### src/hdl/glue_macros.svh
`ifndef GLUE_MACROS_SVH
`define GLUE_MACROS_SVH

`define GLUE_IOCTL_AW 25
`define GLUE_BG_BASE  'hE000 // graphics region start in the download
`define GLUE_BG_SIZE  'h8000
`define GLUE_DAC_BITS 12

// ps/2 set 2 scancodes
`define GLUE_KEY_UP    8'h75
`define GLUE_KEY_DOWN  8'h72
`define GLUE_KEY_LEFT  8'h6B
`define GLUE_KEY_RIGHT 8'h74
`define GLUE_KEY_FIRE  8'h29 // space
`define GLUE_KEY_COIN  8'h76 // esc
`define GLUE_KEY_P1    8'h05 // f1
`define GLUE_KEY_P2    8'h06 // f2

`endif

### src/hdl/glue_pkg.sv
`default_nettype none

package glue_pkg;

	// sdram write port fields
	typedef logic [22:0] port_addr1_t; // 16-bit word address, program image
	typedef logic [13:0] port_addr2_t; // 32-bit word address, graphics
	typedef logic [1:0] byte_sel_t;    // bit 1 = high lane
	typedef logic [15:0] port_data_t;

	// key levels, one per mapped scancode
	typedef struct packed {
		logic up;
		logic down;
		logic left;
		logic right;
		logic fire;
		logic coin;
		logic one_player;
		logic two_players;
	} buttons_t;

	// one switch byte as the core sees it
	typedef logic [7:0] switch_word_t;

endpackage

`default_nettype wire

### src/hdl/rom_port_if.sv
`timescale 1ns/1ps
`default_nettype none

// one sdram write port, toggle requested
interface rom_port_if;

	logic req; // each level change is one write
	glue_pkg::port_addr1_t a;
	glue_pkg::byte_sel_t ds;
	logic we;
	glue_pkg::port_data_t d;

	modport loader (
		output req,
		output a,
		output ds,
		output we,
		output d
	);

	modport mem (
		input req,
		input a,
		input ds,
		input we,
		input d
	);

endinterface

`default_nettype wire

### src/hdl/rom_loader.sv
`timescale 1ns/1ps
`default_nettype none

`include "glue_macros.svh"

module rom_loader (
	input  logic clock_48,
	input  logic reset,
	input  logic ioctl_download,
	input  logic ioctl_wr,
	input  logic [`GLUE_IOCTL_AW-1:0] ioctl_addr,
	input  logic [7:0] ioctl_dout,
	rom_port_if.loader port1,
	rom_port_if.loader port2
);

	logic wr_last;
	logic wr_rise;
	logic [`GLUE_IOCTL_AW-1:0] bg_offset;
	logic in_bg;
	glue_pkg::port_addr2_t bg_word;

	assign wr_rise = ioctl_wr & ~wr_last;
	assign bg_offset = ioctl_addr - `GLUE_IOCTL_AW'(`GLUE_BG_BASE);
	assign in_bg = bg_offset < `GLUE_IOCTL_AW'(`GLUE_BG_SIZE); // below base wraps high
	// two graphics roms side by side in one 32-bit word
	assign bg_word = {bg_offset[12:0], bg_offset[14]};

	always_ff @(posedge clock_48) begin
		if (reset) begin
			wr_last <= 1'b0;
			port1.req <= 1'b0;
			port1.a <= '0;
			port1.ds <= '0;
			port1.we <= 1'b0;
			port1.d <= '0;
			port2.req <= 1'b0;
			port2.a <= '0;
			port2.ds <= '0;
			port2.we <= 1'b0;
			port2.d <= '0;
		end else begin
			wr_last <= ioctl_wr;
			port1.we <= ioctl_download;
			port2.we <= ioctl_download;
			if (ioctl_download && wr_rise) begin
				port1.req <= ~port1.req;
				port1.a <= ioctl_addr[23:1];
				port1.ds <= {ioctl_addr[0], ~ioctl_addr[0]};
				port1.d <= {ioctl_dout, ioctl_dout};
				if (in_bg) begin
					port2.req <= ~port2.req;
					port2.a <= glue_pkg::port_addr1_t'(bg_word);
					port2.ds <= {bg_offset[13], ~bg_offset[13]};
					port2.d <= {ioctl_dout, ioctl_dout};
				end
			end
		end
	end

	a_no_req_idle: assert property (@(posedge clock_48) disable iff (reset)
		!ioctl_download |=> $stable(port1.req) && $stable(port2.req))
		else $error("sdram request toggled outside a download");

	a_port2_with_port1: assert property (@(posedge clock_48) disable iff (reset)
		$changed(port2.req) |-> $changed(port1.req))
		else $error("port2 request without port1 request");

endmodule

`default_nettype wire

### src/hdl/core_reset.sv
`timescale 1ns/1ps
`default_nettype none

module core_reset (
	input  logic clock_48,
	input  logic reset,
	input  logic ioctl_download,
	input  logic [31:0] status,
	input  logic [1:0] buttons,
	output logic core_reset
);

	logic download_d;
	logic rom_loaded; // sticky until board reset

	always_ff @(posedge clock_48) begin
		if (reset) begin
			download_d <= 1'b0;
			rom_loaded <= 1'b0;
			core_reset <= 1'b1;
		end else begin
			download_d <= ioctl_download;
			if (download_d && !ioctl_download) rom_loaded <= 1'b1; // falling edge
			// menu reset, osd reset entry, board button
			core_reset <= status[0] | status[6] | buttons[1] | ~rom_loaded;
		end
	end

	a_reset_request: assert property (@(posedge clock_48) disable iff (reset)
		(status[0] || status[6] || buttons[1]) |=> core_reset)
		else $error("core reset missed a request");

endmodule

`default_nettype wire

### src/hdl/key_decoder.sv
`timescale 1ns/1ps
`default_nettype none

`include "glue_macros.svh"

module key_decoder (
	input  logic clock_48,
	input  logic reset,
	input  logic key_strobe,
	input  logic key_pressed,
	input  logic [7:0] key_code,
	output glue_pkg::buttons_t keys
);

	logic strobe_last;
	logic key_event;

	assign key_event = key_strobe != strobe_last; // strobe toggles per event

	always_ff @(posedge clock_48) begin
		if (reset) begin
			strobe_last <= 1'b0;
			keys <= '0;
		end else begin
			strobe_last <= key_strobe;
			if (key_event) begin
				case (key_code)
					`GLUE_KEY_UP:    keys.up <= key_pressed;
					`GLUE_KEY_DOWN:  keys.down <= key_pressed;
					`GLUE_KEY_LEFT:  keys.left <= key_pressed;
					`GLUE_KEY_RIGHT: keys.right <= key_pressed;
					`GLUE_KEY_FIRE:  keys.fire <= key_pressed;
					`GLUE_KEY_COIN:  keys.coin <= key_pressed;
					`GLUE_KEY_P1:    keys.one_player <= key_pressed;
					`GLUE_KEY_P2:    keys.two_players <= key_pressed;
					default: ; // other keys ignored
				endcase
			end
		end
	end

	a_keys_on_event: assert property (@(posedge clock_48) disable iff (reset)
		$changed(keys) |-> $past(key_event))
		else $error("key level changed without a strobe");

endmodule

`default_nettype wire

### src/hdl/control_mapper.sv
`timescale 1ns/1ps
`default_nettype none

module control_mapper (
	input  glue_pkg::buttons_t keys,
	input  logic [7:0] joystick_0,
	input  logic [7:0] joystick_1,
	input  logic rotate,
	output glue_pkg::switch_word_t p1_sw,
	output glue_pkg::switch_word_t p2_sw,
	output glue_pkg::switch_word_t s_sys
);

	logic src_up;
	logic src_down;
	logic src_left;
	logic src_right;
	logic fire;
	logic m_up;
	logic m_down;
	logic m_left;
	logic m_right;

	// joystick bits 0..4 are right, left, down, up, fire
	assign src_right = keys.right | joystick_0[0] | joystick_1[0];
	assign src_left = keys.left | joystick_0[1] | joystick_1[1];
	assign src_down = keys.down | joystick_0[2] | joystick_1[2];
	assign src_up = keys.up | joystick_0[3] | joystick_1[3];
	assign fire = keys.fire | joystick_0[4] | joystick_1[4];

	// screen turned a quarter for vertical cabinets
	assign m_up = rotate ? src_left : src_up;
	assign m_down = rotate ? src_right : src_down;
	assign m_left = rotate ? src_down : src_left;
	assign m_right = rotate ? src_up : src_right;

	assign p1_sw = {3'b000, fire, m_down, m_up, m_left, m_right};
	assign p2_sw = p1_sw; // both players share the controls

	assign s_sys = {4'b1111, keys.two_players, keys.one_player, 1'b1, keys.coin};

endmodule

`default_nettype wire

### src/hdl/sigma_delta_dac.sv
`timescale 1ns/1ps
`default_nettype none

`include "glue_macros.svh"

// first order, carry out is the bitstream
module sigma_delta_dac #(
	parameter int bits = `GLUE_DAC_BITS
) (
	input  logic clock_48,
	input  logic reset,
	input  logic [bits-1:0] sample,
	output logic pdm
);

	logic [bits:0] acc; // top bit holds the last carry

	always_ff @(posedge clock_48) begin
		if (reset) begin
			acc <= '0;
		end else begin
			acc <= {1'b0, acc[bits-1:0]} + {1'b0, sample};
		end
	end

	assign pdm = acc[bits];

endmodule

`default_nettype wire

### src/hdl/bombjack_glue.sv
`timescale 1ns/1ps
`default_nettype none

`include "glue_macros.svh"

module bombjack_glue (
	input  logic clock_48,
	input  logic reset,
	input  logic ioctl_download,
	input  logic ioctl_wr,
	input  logic [`GLUE_IOCTL_AW-1:0] ioctl_addr,
	input  logic [7:0] ioctl_dout,
	input  logic [31:0] status,
	input  logic [1:0] buttons,
	input  logic key_strobe,
	input  logic key_pressed,
	input  logic [7:0] key_code,
	input  logic [7:0] joystick_0,
	input  logic [7:0] joystick_1,
	input  logic [`GLUE_DAC_BITS-1:0] audio_l,
	input  logic [`GLUE_DAC_BITS-1:0] audio_r,
	output logic port1_req,
	output glue_pkg::port_addr1_t port1_a,
	output glue_pkg::byte_sel_t port1_ds,
	output logic port1_we,
	output glue_pkg::port_data_t port1_d,
	output logic port2_req,
	output glue_pkg::port_addr2_t port2_a,
	output glue_pkg::byte_sel_t port2_ds,
	output logic port2_we,
	output glue_pkg::port_data_t port2_d,
	output logic core_reset,
	output glue_pkg::switch_word_t p1_sw,
	output glue_pkg::switch_word_t p2_sw,
	output glue_pkg::switch_word_t s_sys,
	output logic audio_l_out,
	output logic audio_r_out
);

	rom_port_if port1_bus ();
	rom_port_if port2_bus ();

	glue_pkg::buttons_t keys;

	rom_loader loader (
		.clock_48(clock_48),
		.reset(reset),
		.ioctl_download(ioctl_download),
		.ioctl_wr(ioctl_wr),
		.ioctl_addr(ioctl_addr),
		.ioctl_dout(ioctl_dout),
		.port1(port1_bus.loader),
		.port2(port2_bus.loader)
	);

	assign port1_req = port1_bus.req;
	assign port1_a = port1_bus.a;
	assign port1_ds = port1_bus.ds;
	assign port1_we = port1_bus.we;
	assign port1_d = port1_bus.d;
	assign port2_req = port2_bus.req;
	assign port2_a = glue_pkg::port_addr2_t'(port2_bus.a); // graphics port is narrower
	assign port2_ds = port2_bus.ds;
	assign port2_we = port2_bus.we;
	assign port2_d = port2_bus.d;

	core_reset reset_ctl (
		.clock_48(clock_48),
		.reset(reset),
		.ioctl_download(ioctl_download),
		.status(status),
		.buttons(buttons),
		.core_reset(core_reset)
	);

	key_decoder keyboard (
		.clock_48(clock_48),
		.reset(reset),
		.key_strobe(key_strobe),
		.key_pressed(key_pressed),
		.key_code(key_code),
		.keys(keys)
	);

	control_mapper controls (
		.keys(keys),
		.joystick_0(joystick_0),
		.joystick_1(joystick_1),
		.rotate(status[2]), // osd rotate option
		.p1_sw(p1_sw),
		.p2_sw(p2_sw),
		.s_sys(s_sys)
	);

	sigma_delta_dac #(.bits(`GLUE_DAC_BITS)) dac_l (
		.clock_48(clock_48),
		.reset(reset),
		.sample(audio_l),
		.pdm(audio_l_out)
	);

	sigma_delta_dac #(.bits(`GLUE_DAC_BITS)) dac_r (
		.clock_48(clock_48),
		.reset(reset),
		.sample(audio_r),
		.pdm(audio_r_out)
	);

endmodule

`default_nettype wire

### config.mk
export PLATFORM = sky130hd
export DESIGN_NAME = bombjack_glue
export DESIGN_NICKNAME = d
export VERILOG_FILES = /design/src/hdl/glue_pkg.sv /design/src/hdl/rom_port_if.sv /design/src/hdl/rom_loader.sv /design/src/hdl/core_reset.sv /design/src/hdl/key_decoder.sv /design/src/hdl/control_mapper.sv /design/src/hdl/sigma_delta_dac.sv /design/src/hdl/bombjack_glue.sv
export VERILOG_INCLUDE_DIRS = /design/src /design/src/hdl
export SDC_FILE = /design/constraint.sdc
export NUM_CORES = 1
export LEC_CHECK = 0
export BUFFER_PORTS_ARGS = -buffer_cell sky130_fd_sc_hd__buf_4
export CORE_ASPECT_RATIO = 0.8
export CORE_MARGIN = 1.5
export CORE_UTILIZATION = 40
export CTS_CLUSTER_SIZE = 28
export DETAILED_ROUTE_END_ITERATION = 16
export GPL_TIMING_DRIVEN = 0
export PLACE_DENSITY = 0.78
export SYNTH_ARGS = -nofsm -noshare
export SYNTH_HDL_FRONTEND = slang
export SYNTH_SLANG_ARGS = --single-unit
### constraint.sdc
create_clock -name clock_48 -period 1.9 [get_ports clock_48]
set_input_delay 0.095 -clock clock_48 [delete_from_list [all_inputs] [get_ports clock_48]]
set_output_delay 0.095 -clock clock_48 [all_outputs]
set_load 0.02 [all_outputs]
==> results of run 1 <==
## how the worst max path moves through the flow
stage               depth (start not counted)    startpoint  slack, ps             to
floorplan                                   8  dac_r.acc[0]          4  dac_r.acc[10]
global placement                            8  dac_r.acc[0]       -170  dac_r.acc[10]
detailed placement                          8  dac_r.acc[0]       -220  dac_r.acc[12]
CTS                                         8  dac_r.acc[0]       -140  dac_r.acc[10]
global route                                8  dac_r.acc[0]       -200  dac_r.acc[10]
finish                                      8  dac_r.acc[0]       -120  dac_r.acc[10]
## flip-flops by register name, indices dropped and copies added (netlist names), 2 cells and up
register,count
loader.port1.a,23
loader.port2.a,14
dac_l.acc,13
dac_r.acc,13
keyboard.keys,8
loader.port1.d,8
loader.port2.d,8
loader.port1.ds,2
loader.port2.ds,2
## power by group
| part | leakage (nW) | switching, W | total, W | internal (W) |
|---|---|---|---|---|
| clock network | 0.146 | 0.000850 | 0.00180 | 0.000954 |
| registers | 0.801 | 0.0000824 | 0.00237 | 0.00229 |
| logic | 2.25 | 0.00114 | 0.00217 | 0.00103 |
| total | 3.20 | 0.00208 | 0.00635 | 0.00427 |
## through the flow
step           setup TNS [ps]  area, um2  hold WS, ps
3_5_place_dp            -1405       6347        296.2
2_1_floorplan               0       4856        198.1
4_1_cts                -291.9       6877       0.2921
3_3_place_gp            -1133       6347        290.1
5_1_grt                -855.9       7013        6.982
6_report               -312.2       7013        12.29
## final cells by class
cell class	instances	share of cell area
clock inverters	6	0.007850
multi-input cells	406	0.3613
plain buffers	67	0.06369
flip-flops and latches	98	0.2801
repair buffers	200	0.2207
well taps	148	0.02641
clock buffers	10	0.03408
inverters	11	0.005888
## kinds of logic after synthesis
family / count (synthesis) / share of synthesized area
AO/OA/AOI/OAI: 121 / 0.1580
multiplexers: 12 / 0.02547
flip-flops: 98 / 0.4075
other: 2 / 0.001560
adder cells (fa/ha/maj): 27 / 0.07329
buffers and inverters: 78 / 0.1003
XOR/XNOR: 12 / 0.02183
AND/OR/NAND/NOR: 223 / 0.2121
## cells in the mapped netlist, drive strengths merged (4+ instances only)
master	instances	area (um2)
a211oi	5	37.54
a21o	9	67.56
a21oi	74	374.1
buf	49	374.1
clkbuf	18	67.56
dfxtp	98	1962
ha	25	312.8
inv	11	41.29
mux2i	10	100.1
nand2	127	476.7
nand2b	11	68.82
nand3b	4	30.03
nor2	33	123.9
nor2b	10	62.56
nor3	12	60.06
nor3b	5	37.54
nor4	4	25.02
o2111ai	4	53.80
o211ai	4	30.03
o21ai	9	45.04
o21bai	4	33.78
xnor2	9	78.83
## worst max-delay path, cell delays in order (launching register included)
cell,delay (ps)
dfxtp_2,330
ha_4,160
inv_2,50
fa_2,180
and2b_2,240
o2111ai_4,240
a21oi_4,100
o41ai_4,280
mux2_4,330
## cell usage in the layout (no fill, tap or decap), types with 5 or more instances in the layout
cell type,synthesis,routed
buf_4,42,224
nand2_1,127,127
dfxtp_1,98,96
a21oi_1,73,70
nor2_1,33,32
ha_1,25,22
dlygate4sd3_1,0,17
clkbuf_1,18,14
nor3_1,12,12
nand2b_1,11,11
conb_1,2,11
mux2i_1,10,10
nor2b_1,10,10
inv_1,11,9
a21o_1,9,9
xnor2_1,9,9
clkbuf_16,0,9
o21ai_0,9,8
buf_6,4,5
## layer usage
metal / part of all wire / global-route usage / routed length (um)
met3: 0.060 / 0.05388 / 770
met2: 0.47 / 0.3194 / 6119
met4: 0.0087 / 0.04021 / 112
met1: 0.46 / 0.2568 / 5914
met5: 0 / 0 / 0
## timing repair
| action | in CTS | in global routing |
|---|---|---|
| endpoints found under the hold margin | 16 | 0 |
| hold buffers | 17 | 0 |
| buffers inserted | 6 | 3 |
| resized for setup | 10 | 28 |
| pin swaps | 5 | 6 |
| endpoints found under the setup margin | 27 | 37 |
==> flow_metrics.tcl, run 1 <==
set metrics [dict create \
    status "finished with violations" \
    violations "setup timing" \
    syn_area_per_cell_um2 8.402 \
    die_area_mm2 0.01271 \
    p_total_w 0.006348 \
    die_h_um 101.1 \
    area_growth_syn_to_layout_pct 45.66 \
    grt_usage 0.1937 \
    synth_seq_cells 98 \
    finalClockSkew_ps 7.800 \
    hp-start "ioctl_addr[10]" \
    totalWireLength_um 12920 \
    critPathKind "register to register" \
    final_util 0.6043 \
    regToRegStartpoint "dac_r.acc[0]" \
    ys_async_sr_fraction 0 \
    regArea_mm2 0.001964 \
    post-dp-hpwl_um 9423 \
    syn-instance-count 573 \
    num_rows 35 \
    required_ps 2130 \
    synthFlopType "dfxtp_1" \
    core_area_mm2 0.01160 \
    grt_max_degree 19 \
    slew_violations 0 \
    worstHoldEndpoint "loader.port1.a[9]" \
    crit_fanout 2 \
    cts-root-buf "clkbuf_16" \
    finalNonFillerCells 946 \
    start_kind "register" \
    cap_violations 0 \
    cts.sinks 98 \
    nets 941 \
    antenna_found_initial 0 \
    min_period_ps 2025 \
    reg2reg_depth 8 \
    r2r-end "dac_r.acc[10]" \
    pre_cts_ws_ps -221.2 \
    worstMarginPinSlew_ps 589.4 \
    drt_iter0_drc 175 \
    rsz0062_at_grt "true" \
    multi_input_area_mm2 0.002534 \
    arrival_ps 2250 \
    grt.overflow.total 0 \
    place_inst 904 \
    antenna-diode-count 0 \
    power.density_mw_per_mm2 905.2 \
    floorplan.initialDensity 0.4149 \
    p_leak_nw 3.198 \
    max_clock_freq_mhz 493.9 \
    cts.path.max_buffers 2 \
    wl_per_cell_um 13.65 \
    finalCritPeriodShare 1.066 \
    worst_ir_drop_vdd_mv 0.4965 \
    ys_seq_area_frac 0.4075 \
    maxSlewHeadroom 0.6070 \
    synth_cell_types 53 \
    finalHoldViolCount 0 \
    worstHoldPathCells 3 \
    clk_pin_slew_worst_paths_ps 70 \
    drtAntennaViolNets 0 \
    gp_congestion 0.8324 \
    pin_count 225 \
    drc 0 \
    first_pass_iters 4 \
    cts_tree "yes" \
    port-buffer-count 174 \
    cts_inserted_buffers 9 \
    htree_levels 3 \
    drive_above_1_share 0.3571 \
    vias 4550 \
    setup_viol 6 \
    grt_pass1_vias 4207 \
    hp-class "primary input to register" \
    worst-r2r-setup-slack_ps -120 \
    die_w_um 125.7 \
    vias_per_cell 4.810 \
    synth_edf_count 0 \
    yosys_warnings 0 \
    cp-end-kind "register" \
    fillers 1069 \
    setup_ws_ps -124.6 \
    clock_latency_ps 340 \
    syn_area_mm2 0.004815 \
    grt_pass1_wl_um 20100 \
]
(Power assumes the default switching activity.)
==> run 2, diff against run 1 <==
--- a/config.mk
+++ b/config.mk
@@ -13,7 +13,7 @@
 export CTS_CLUSTER_SIZE = 28
 export DETAILED_ROUTE_END_ITERATION = 16
 export GPL_TIMING_DRIVEN = 0
-export PLACE_DENSITY = 0.78
+export PLACE_DENSITY = 0.75
 export SYNTH_ARGS = -nofsm -noshare
 export SYNTH_HDL_FRONTEND = slang
 export SYNTH_SLANG_ARGS = --single-unit
==> constraint.sdc (replaced) <==
create_clock -name clock_48 -period 2.4 [get_ports clock_48]
set_input_delay 0.12 -clock clock_48 [delete_from_list [all_inputs] [get_ports clock_48]]
set_output_delay 0.12 -clock clock_48 [all_outputs]
set_load 0.02 [all_outputs]
==> run 2 against run 1 <==
  * The flow now finishes without violations
  * Critical path depth did not move
  * Worst hold slack improved by 25 ps
  * Via count fell by 0.95%
  * Combinational power fell by 29%
  * First-iteration DRC count fell by 18%
  * Register-to-register slack improved by 320 ps
  * Non-clock buffer count fell by 23
  * Power fell by 25%
  * Sequential cell count did not move
  * Die area did not move
  * Critical path type unchanged
  * Largest power group unchanged
==> flow_metrics.tcl, run 2 (synthesized netlist as in run 1, its figures left out) <==
set metrics [dict create \
    status "finished, final reports clean" \
    regArea_mm2 0.001962 \
    postCtsSetupRepairBufs 0 \
    clock_latency_ps 330 \
    drt_iter0_drc 143 \
    core_area_mm2 0.01160 \
    first_pass_iters 4 \
    cts_inserted_buffers 9 \
    cts-root-buf "clkbuf_16" \
    min_period_ps 2202 \
    slowest_delay_ps 380 \
    arrival_ps 2420 \
    regMostFlops "loader.port1.a" \
    critPathKind "register to register" \
    finalCritPeriodShare 0.9175 \
    floorplan.initialDensity 0.4149 \
    maxSlewHeadroom 0.5350 \
    vias 4507 \
    grt_usage 0.1923 \
    max_clock_freq_mhz 454.2 \
    largest_reg_flops 23 \
    antenna_found_initial 0 \
    cts.path.max_buffers 2 \
    worst_ir_drop_vdd_mv 0.4003 \
    cts_tree "yes" \
    slew_violations 0 \
    finalClockSkew_ps 6.254 \
    multi_input_area_mm2 0.002404 \
    worstHoldPathCells 3 \
    vias_per_cell 4.883 \
    gp_congestion 0.8663 \
    grt.overflow.total 0 \
    drive_above_1_share 0.3200 \
    cp.depth 8 \
    post-dp-hpwl_um 9953 \
    grt_pass1_vias 4279 \
    clk_pin_slew_worst_paths_ps 70 \
    power.density_mw_per_mm2 717.5 \
    drc 0 \
    crit_buf_inv 1 \
    cts.sinks 98 \
    finalHoldViolCount 0 \
    worstMarginPinSlew_ps 694.9 \
    htree_levels 3 \
    wl_per_cell_um 13.70 \
    critPathSlowestCell "fa_1" \
    grt_pass1_wl_um 20130 \
    path_cells "ha_1 -> inv_1 -> fa_1 -> and2b_1 -> o2111ai_2 -> a21oi_1 -> o41ai_2 -> mux2_1" \
    grt_max_degree 18 \
    start_kind "register" \
    final.setup.tns_ps 0 \
    hp-class "primary input to register" \
    port-buffer-count 174 \
    crit_fanout 3 \
    final_cell_mix "buf_4 (216), nand2_1 (127), dfxtp_1 (98), a21oi_1 (73), nor2_1 (33)" \
    cap_violations 0 \
    area_growth_syn_to_layout_pct 38.12 \
    layout_commonest_cell "buf_4" \
    pin_count 225 \
    p_leak_nw 3.045 \
    antenna-diode-count 0 \
    die_w_um 125.7 \
    num_rows 35 \
    nets 918 \
    p_total_w 0.004772 \
    critPathTopFamily "adder cells" \
    setup_viol 0 \
    die_h_um 101.1 \
    die_area_mm2 0.01271 \
    reg2reg_depth 8 \
    rsz0062_at_grt "false" \
    reg.largest.list "loader.port1.a: 23 flops, loader.port2.a: 14 flops" \
    drtAntennaViolNets 0 \
    fillers 1074 \
    required_ps 2620 \
    cp-end-kind "register" \
    totalWireLength_um 12650 \
]
## run 2: cell count changes in the layout (fill, tap and decap cells not counted), moves of 3 or more
cell / change
clkinvlp_4: +3
ha_1: +3
dlygate4sd3_1: -14
clkbuf_1: +5
a21oi_1: +3
buf_4: -8
clkbuf_2: -4
## run 2: final cells by class
class / count / share of cell area
multi-input combinational: 406 / 0.3614
sequential: 98 / 0.2950
timing repair buffer: 177 / 0.2009
buffer: 67 / 0.06642
clock buffer: 10 / 0.03443
tap: 148 / 0.02785
clock inverter: 6 / 0.007714
inverter: 11 / 0.006209
## run 2: where the power goes
part	total (W)	internal (W)	switching [W]	leakage, nW
Sequential	0.00188	0.00181	0.0000673	0.801
Combinational	0.00154	0.000720	0.000817	2.12
Clock	0.00136	0.000716	0.000640	0.127
## run 2: final timing paths
path / from / to / slack (ps)
worst max-delay path: dac_l.acc[0] / dac_l.acc[10] / 200
worst min-delay path: ioctl_addr[21] / loader.port1.a[20] / 40
worst max register to register: dac_l.acc[0] / dac_l.acc[10] / 200
worst min register to register: reset_ctl.rom_loaded / reset_ctl.core_reset / 400
## run 2: timing repair
item | 4_1_cts | 5_1_grt
endpoints found under the hold margin | 2 | 0
gates resized for setup | 0 | 0
hold buffers | 3 | 0
## run 2: worst reg2reg max path, stage by stage, from the launching register on
cell and delay, ps:
dfxtp_1 310, ha_1 180, inv_1 60, fa_1 380
and2b_1 260, o2111ai_2 130, a21oi_1 300, o41ai_2 140
mux2_1 320
## run 2: through the flow
stage                     cells    util  setup slack, ps  area, um2  hold WS, ps
final                       923  0.5730            198.1       6650        37.76
after global routing        923  0.5730            39.52       6650        30.45
after floorplan             582       -            426.9       4848        223.1
after CTS                   923  0.5730            190.8       6650        23.23
after global placement      904  0.5463            238.9       6340        340.5
after detailed placement    904  0.5463            190.9       6340        342.9
## run 2: per-layer routing
layer	global-route usage	up-vias	part of all wire
met2	0.3411	147	0.47
met3	0.05652	9	0.076
li1	-	2276	-
met5	0	-	0
met4	0.03234	0	0.0053
met1	0.2369	2075	0.44
==> run 3, diff against run 2 <==
--- a/config.mk
+++ b/config.mk
@@ -14,6 +14,7 @@
 export DETAILED_ROUTE_END_ITERATION = 16
 export GPL_TIMING_DRIVEN = 0
 export PLACE_DENSITY = 0.75
+export SETUP_SLACK_MARGIN = 0.2
 export SYNTH_ARGS = -nofsm -noshare
 export SYNTH_HDL_FRONTEND = slang
 export SYNTH_SLANG_ARGS = --single-unit
==> run 3 against run 2 <==
  * Critical path depth stayed put
  * Largest cell class unchanged
  * Register-to-register slack better by 90 ps
  * Sequential power hardly changed
  * Clock power hardly changed
==> flow_metrics.tcl, run 3 (synthesized netlist as in run 1, its figures left out) <==
set metrics [dict create \
    drtAntennaViolNets 0 \
    cap_violations 0 \
    area_growth_syn_to_layout_pct 38.83 \
    finalCritPeriodShare 0.8809 \
    switching_share 0.3209 \
    pin_count 225 \
    p_comb_frac 0.328 \
    arrival_ps 2340 \
    slew_violations 0 \
    p_int_w 0.003265 \
    die_h_um 101.1 \
    finalNonFillerCells 924 \
    wl_per_cell_um 13.68 \
    crit_fanout 3 \
    antenna-diode-count 0 \
    htree_levels 3 \
    pwr-share-clk 0.281 \
    worst-r2r-setup-slack_ps 290 \
    vias 4493 \
    drc 0 \
    core_area_mm2 0.01160 \
    clock_latency_ps 330 \
    final.setup.tns_ps 0 \
    maxSlewHeadroom 0.5602 \
    totalWireLength_um 12640 \
    vias_per_cell 4.863 \
    place_inst 904 \
    drive_above_1_share 0.3235 \
    critPathKind "register to register" \
    finalHoldViolCount 0 \
    grt_pass1_vias 4284 \
    worst_ir_drop_vdd_mv 0.3960 \
    grt_usage 0.1927 \
    post-dp-hpwl_um 9953 \
    cts_tree "yes" \
    cp-end-kind "register" \
    grt.overflow.total 0 \
    num_rows 35 \
    worstMarginPinSlew_ps 657.3 \
    antenna_found_initial 0 \
    cts-root-buf "clkbuf_16" \
    drt_iter0_drc 156 \
    hp-class "primary input to register" \
    start_kind "register" \
    clk_pin_slew_worst_paths_ps 70 \
    setup_viol 0 \
    switchingPower_w 0.001543 \
    p_seq_frac 0.391 \
    floorplan.initialDensity 0.4149 \
    required_ps 2620 \
    regMostFlops "loader.port1.a" \
    grt_pass1_wl_um 20170 \
    max_clock_freq_mhz 473.0 \
    cts_inserted_buffers 9 \
    status "finished, final reports clean" \
    holdWs_ps 39.50 \
    port-buffer-count 174 \
    layout_commonest_cell "buf_4" \
    p_leak_nw 3.055 \
    first_pass_iters 4 \
    cts.path.max_buffers 2 \
    final_cell_mix "buf_4 (217), nand2_1 (127), dfxtp_1 (98), a21oi_1 (71), nor2_1 (33)" \
    reg.largest.list "loader.port1.a: 23 flops, loader.port2.a: 14 flops" \
    p_total_w 0.004808 \
    die_w_um 125.7 \
    largest_reg_flops 23 \
    finalClockSkew_ps 6.771 \
    gp_congestion 0.8663 \
    nets 919 \
    final_util 0.5760 \
    grt_max_degree 18 \
    rsz0062_at_grt "true" \
    die_area_mm2 0.01271 \
    power.density_mw_per_mm2 719.4 \
    min_period_ps 2114 \
    cts.sinks 98 \
]
## run 3: changes by cell type in the layout (fill, tap and decap cells not counted), sizes merged
cell  delta
buf      +1
## run 3: power by group through the flow
stage | combinational, W | clock [W] | sequential (W)
after floorplan | 0.00107 | 0 | 0.00194
after global placement | 0.00146 | 0 | 0.00191
after detailed placement | 0.00152 | 0 | 0.00191
after CTS | 0.00154 | 0.00140 | 0.00188
after global routing | 0.00175 | 0.00147 | 0.00189
final | 0.00158 | 0.00135 | 0.00188
## run 3: path summary, 6_finish.rpt
| path | start | end | depth (start not counted) |
|---|---|---|---|
| setup reg to reg | dac_r.acc[0] | dac_r.acc[10] | 8 |
| hold / removal | ioctl_addr[21] | loader.port1.a[20] | 3 |
| setup / recovery | dac_r.acc[0] | dac_r.acc[10] | 8 |
| hold reg to reg | reset_ctl.rom_loaded | reset_ctl.core_reset | 1 |
## run 3: layout make-up
class	count	area (um2)
Inverter	11	41.29
Clock buffer	10	229.0
Multi-Input combinational cell	406	2430
Clock inverter	6	51.30
Buffer	67	441.7
Timing Repair Buffer	178	1344
Tap cell	148	185.2
Fill cell	1066	4921
Sequential cell	98	1962
## run 3: worst max-delay path, stage by stage, from the launching register on
cell       delay, ps
dfxtp_1          300
ha_1             200
inv_1             70
fa_1             170
and2b_1          210
o2111ai_2        260
a21oi_4          120
o41ai_4          330
mux2_1           350
## run 3: what timing repair did
item | 4_1_cts | 5_1_grt
gates resized for setup | 2 | 2
hold buffers | 3 | 0
hold endpoints to repair | 2 | 0
setup endpoints to repair | 3 | 3
pin swaps | 0 | 3
buffers inserted | 0 | 1
## run 3: metrics by stage
| step | instance area (um2) | setup slack (ps) |
|---|---|---|
| final | 6684 | 285.9 |
| after global routing | 6684 | 183.1 |
| after CTS | 6658 | 232.9 |
| after detailed placement | 6340 | 190.9 |
| after global placement | 6340 | 238.9 |
| after floorplan | 4848 | 426.9 |
## run 3: metal layers
layer	share of wire	vias to the layer above	GRT usage	routed length, um
met5	0	-	0	0
met4	0.0036	0	0.03234	46
met3	0.075	6	0.05652	947
li1	-	2282	-	-
met1	0.45	2064	0.2378	5628
met2	0.48	141	0.3411	6017
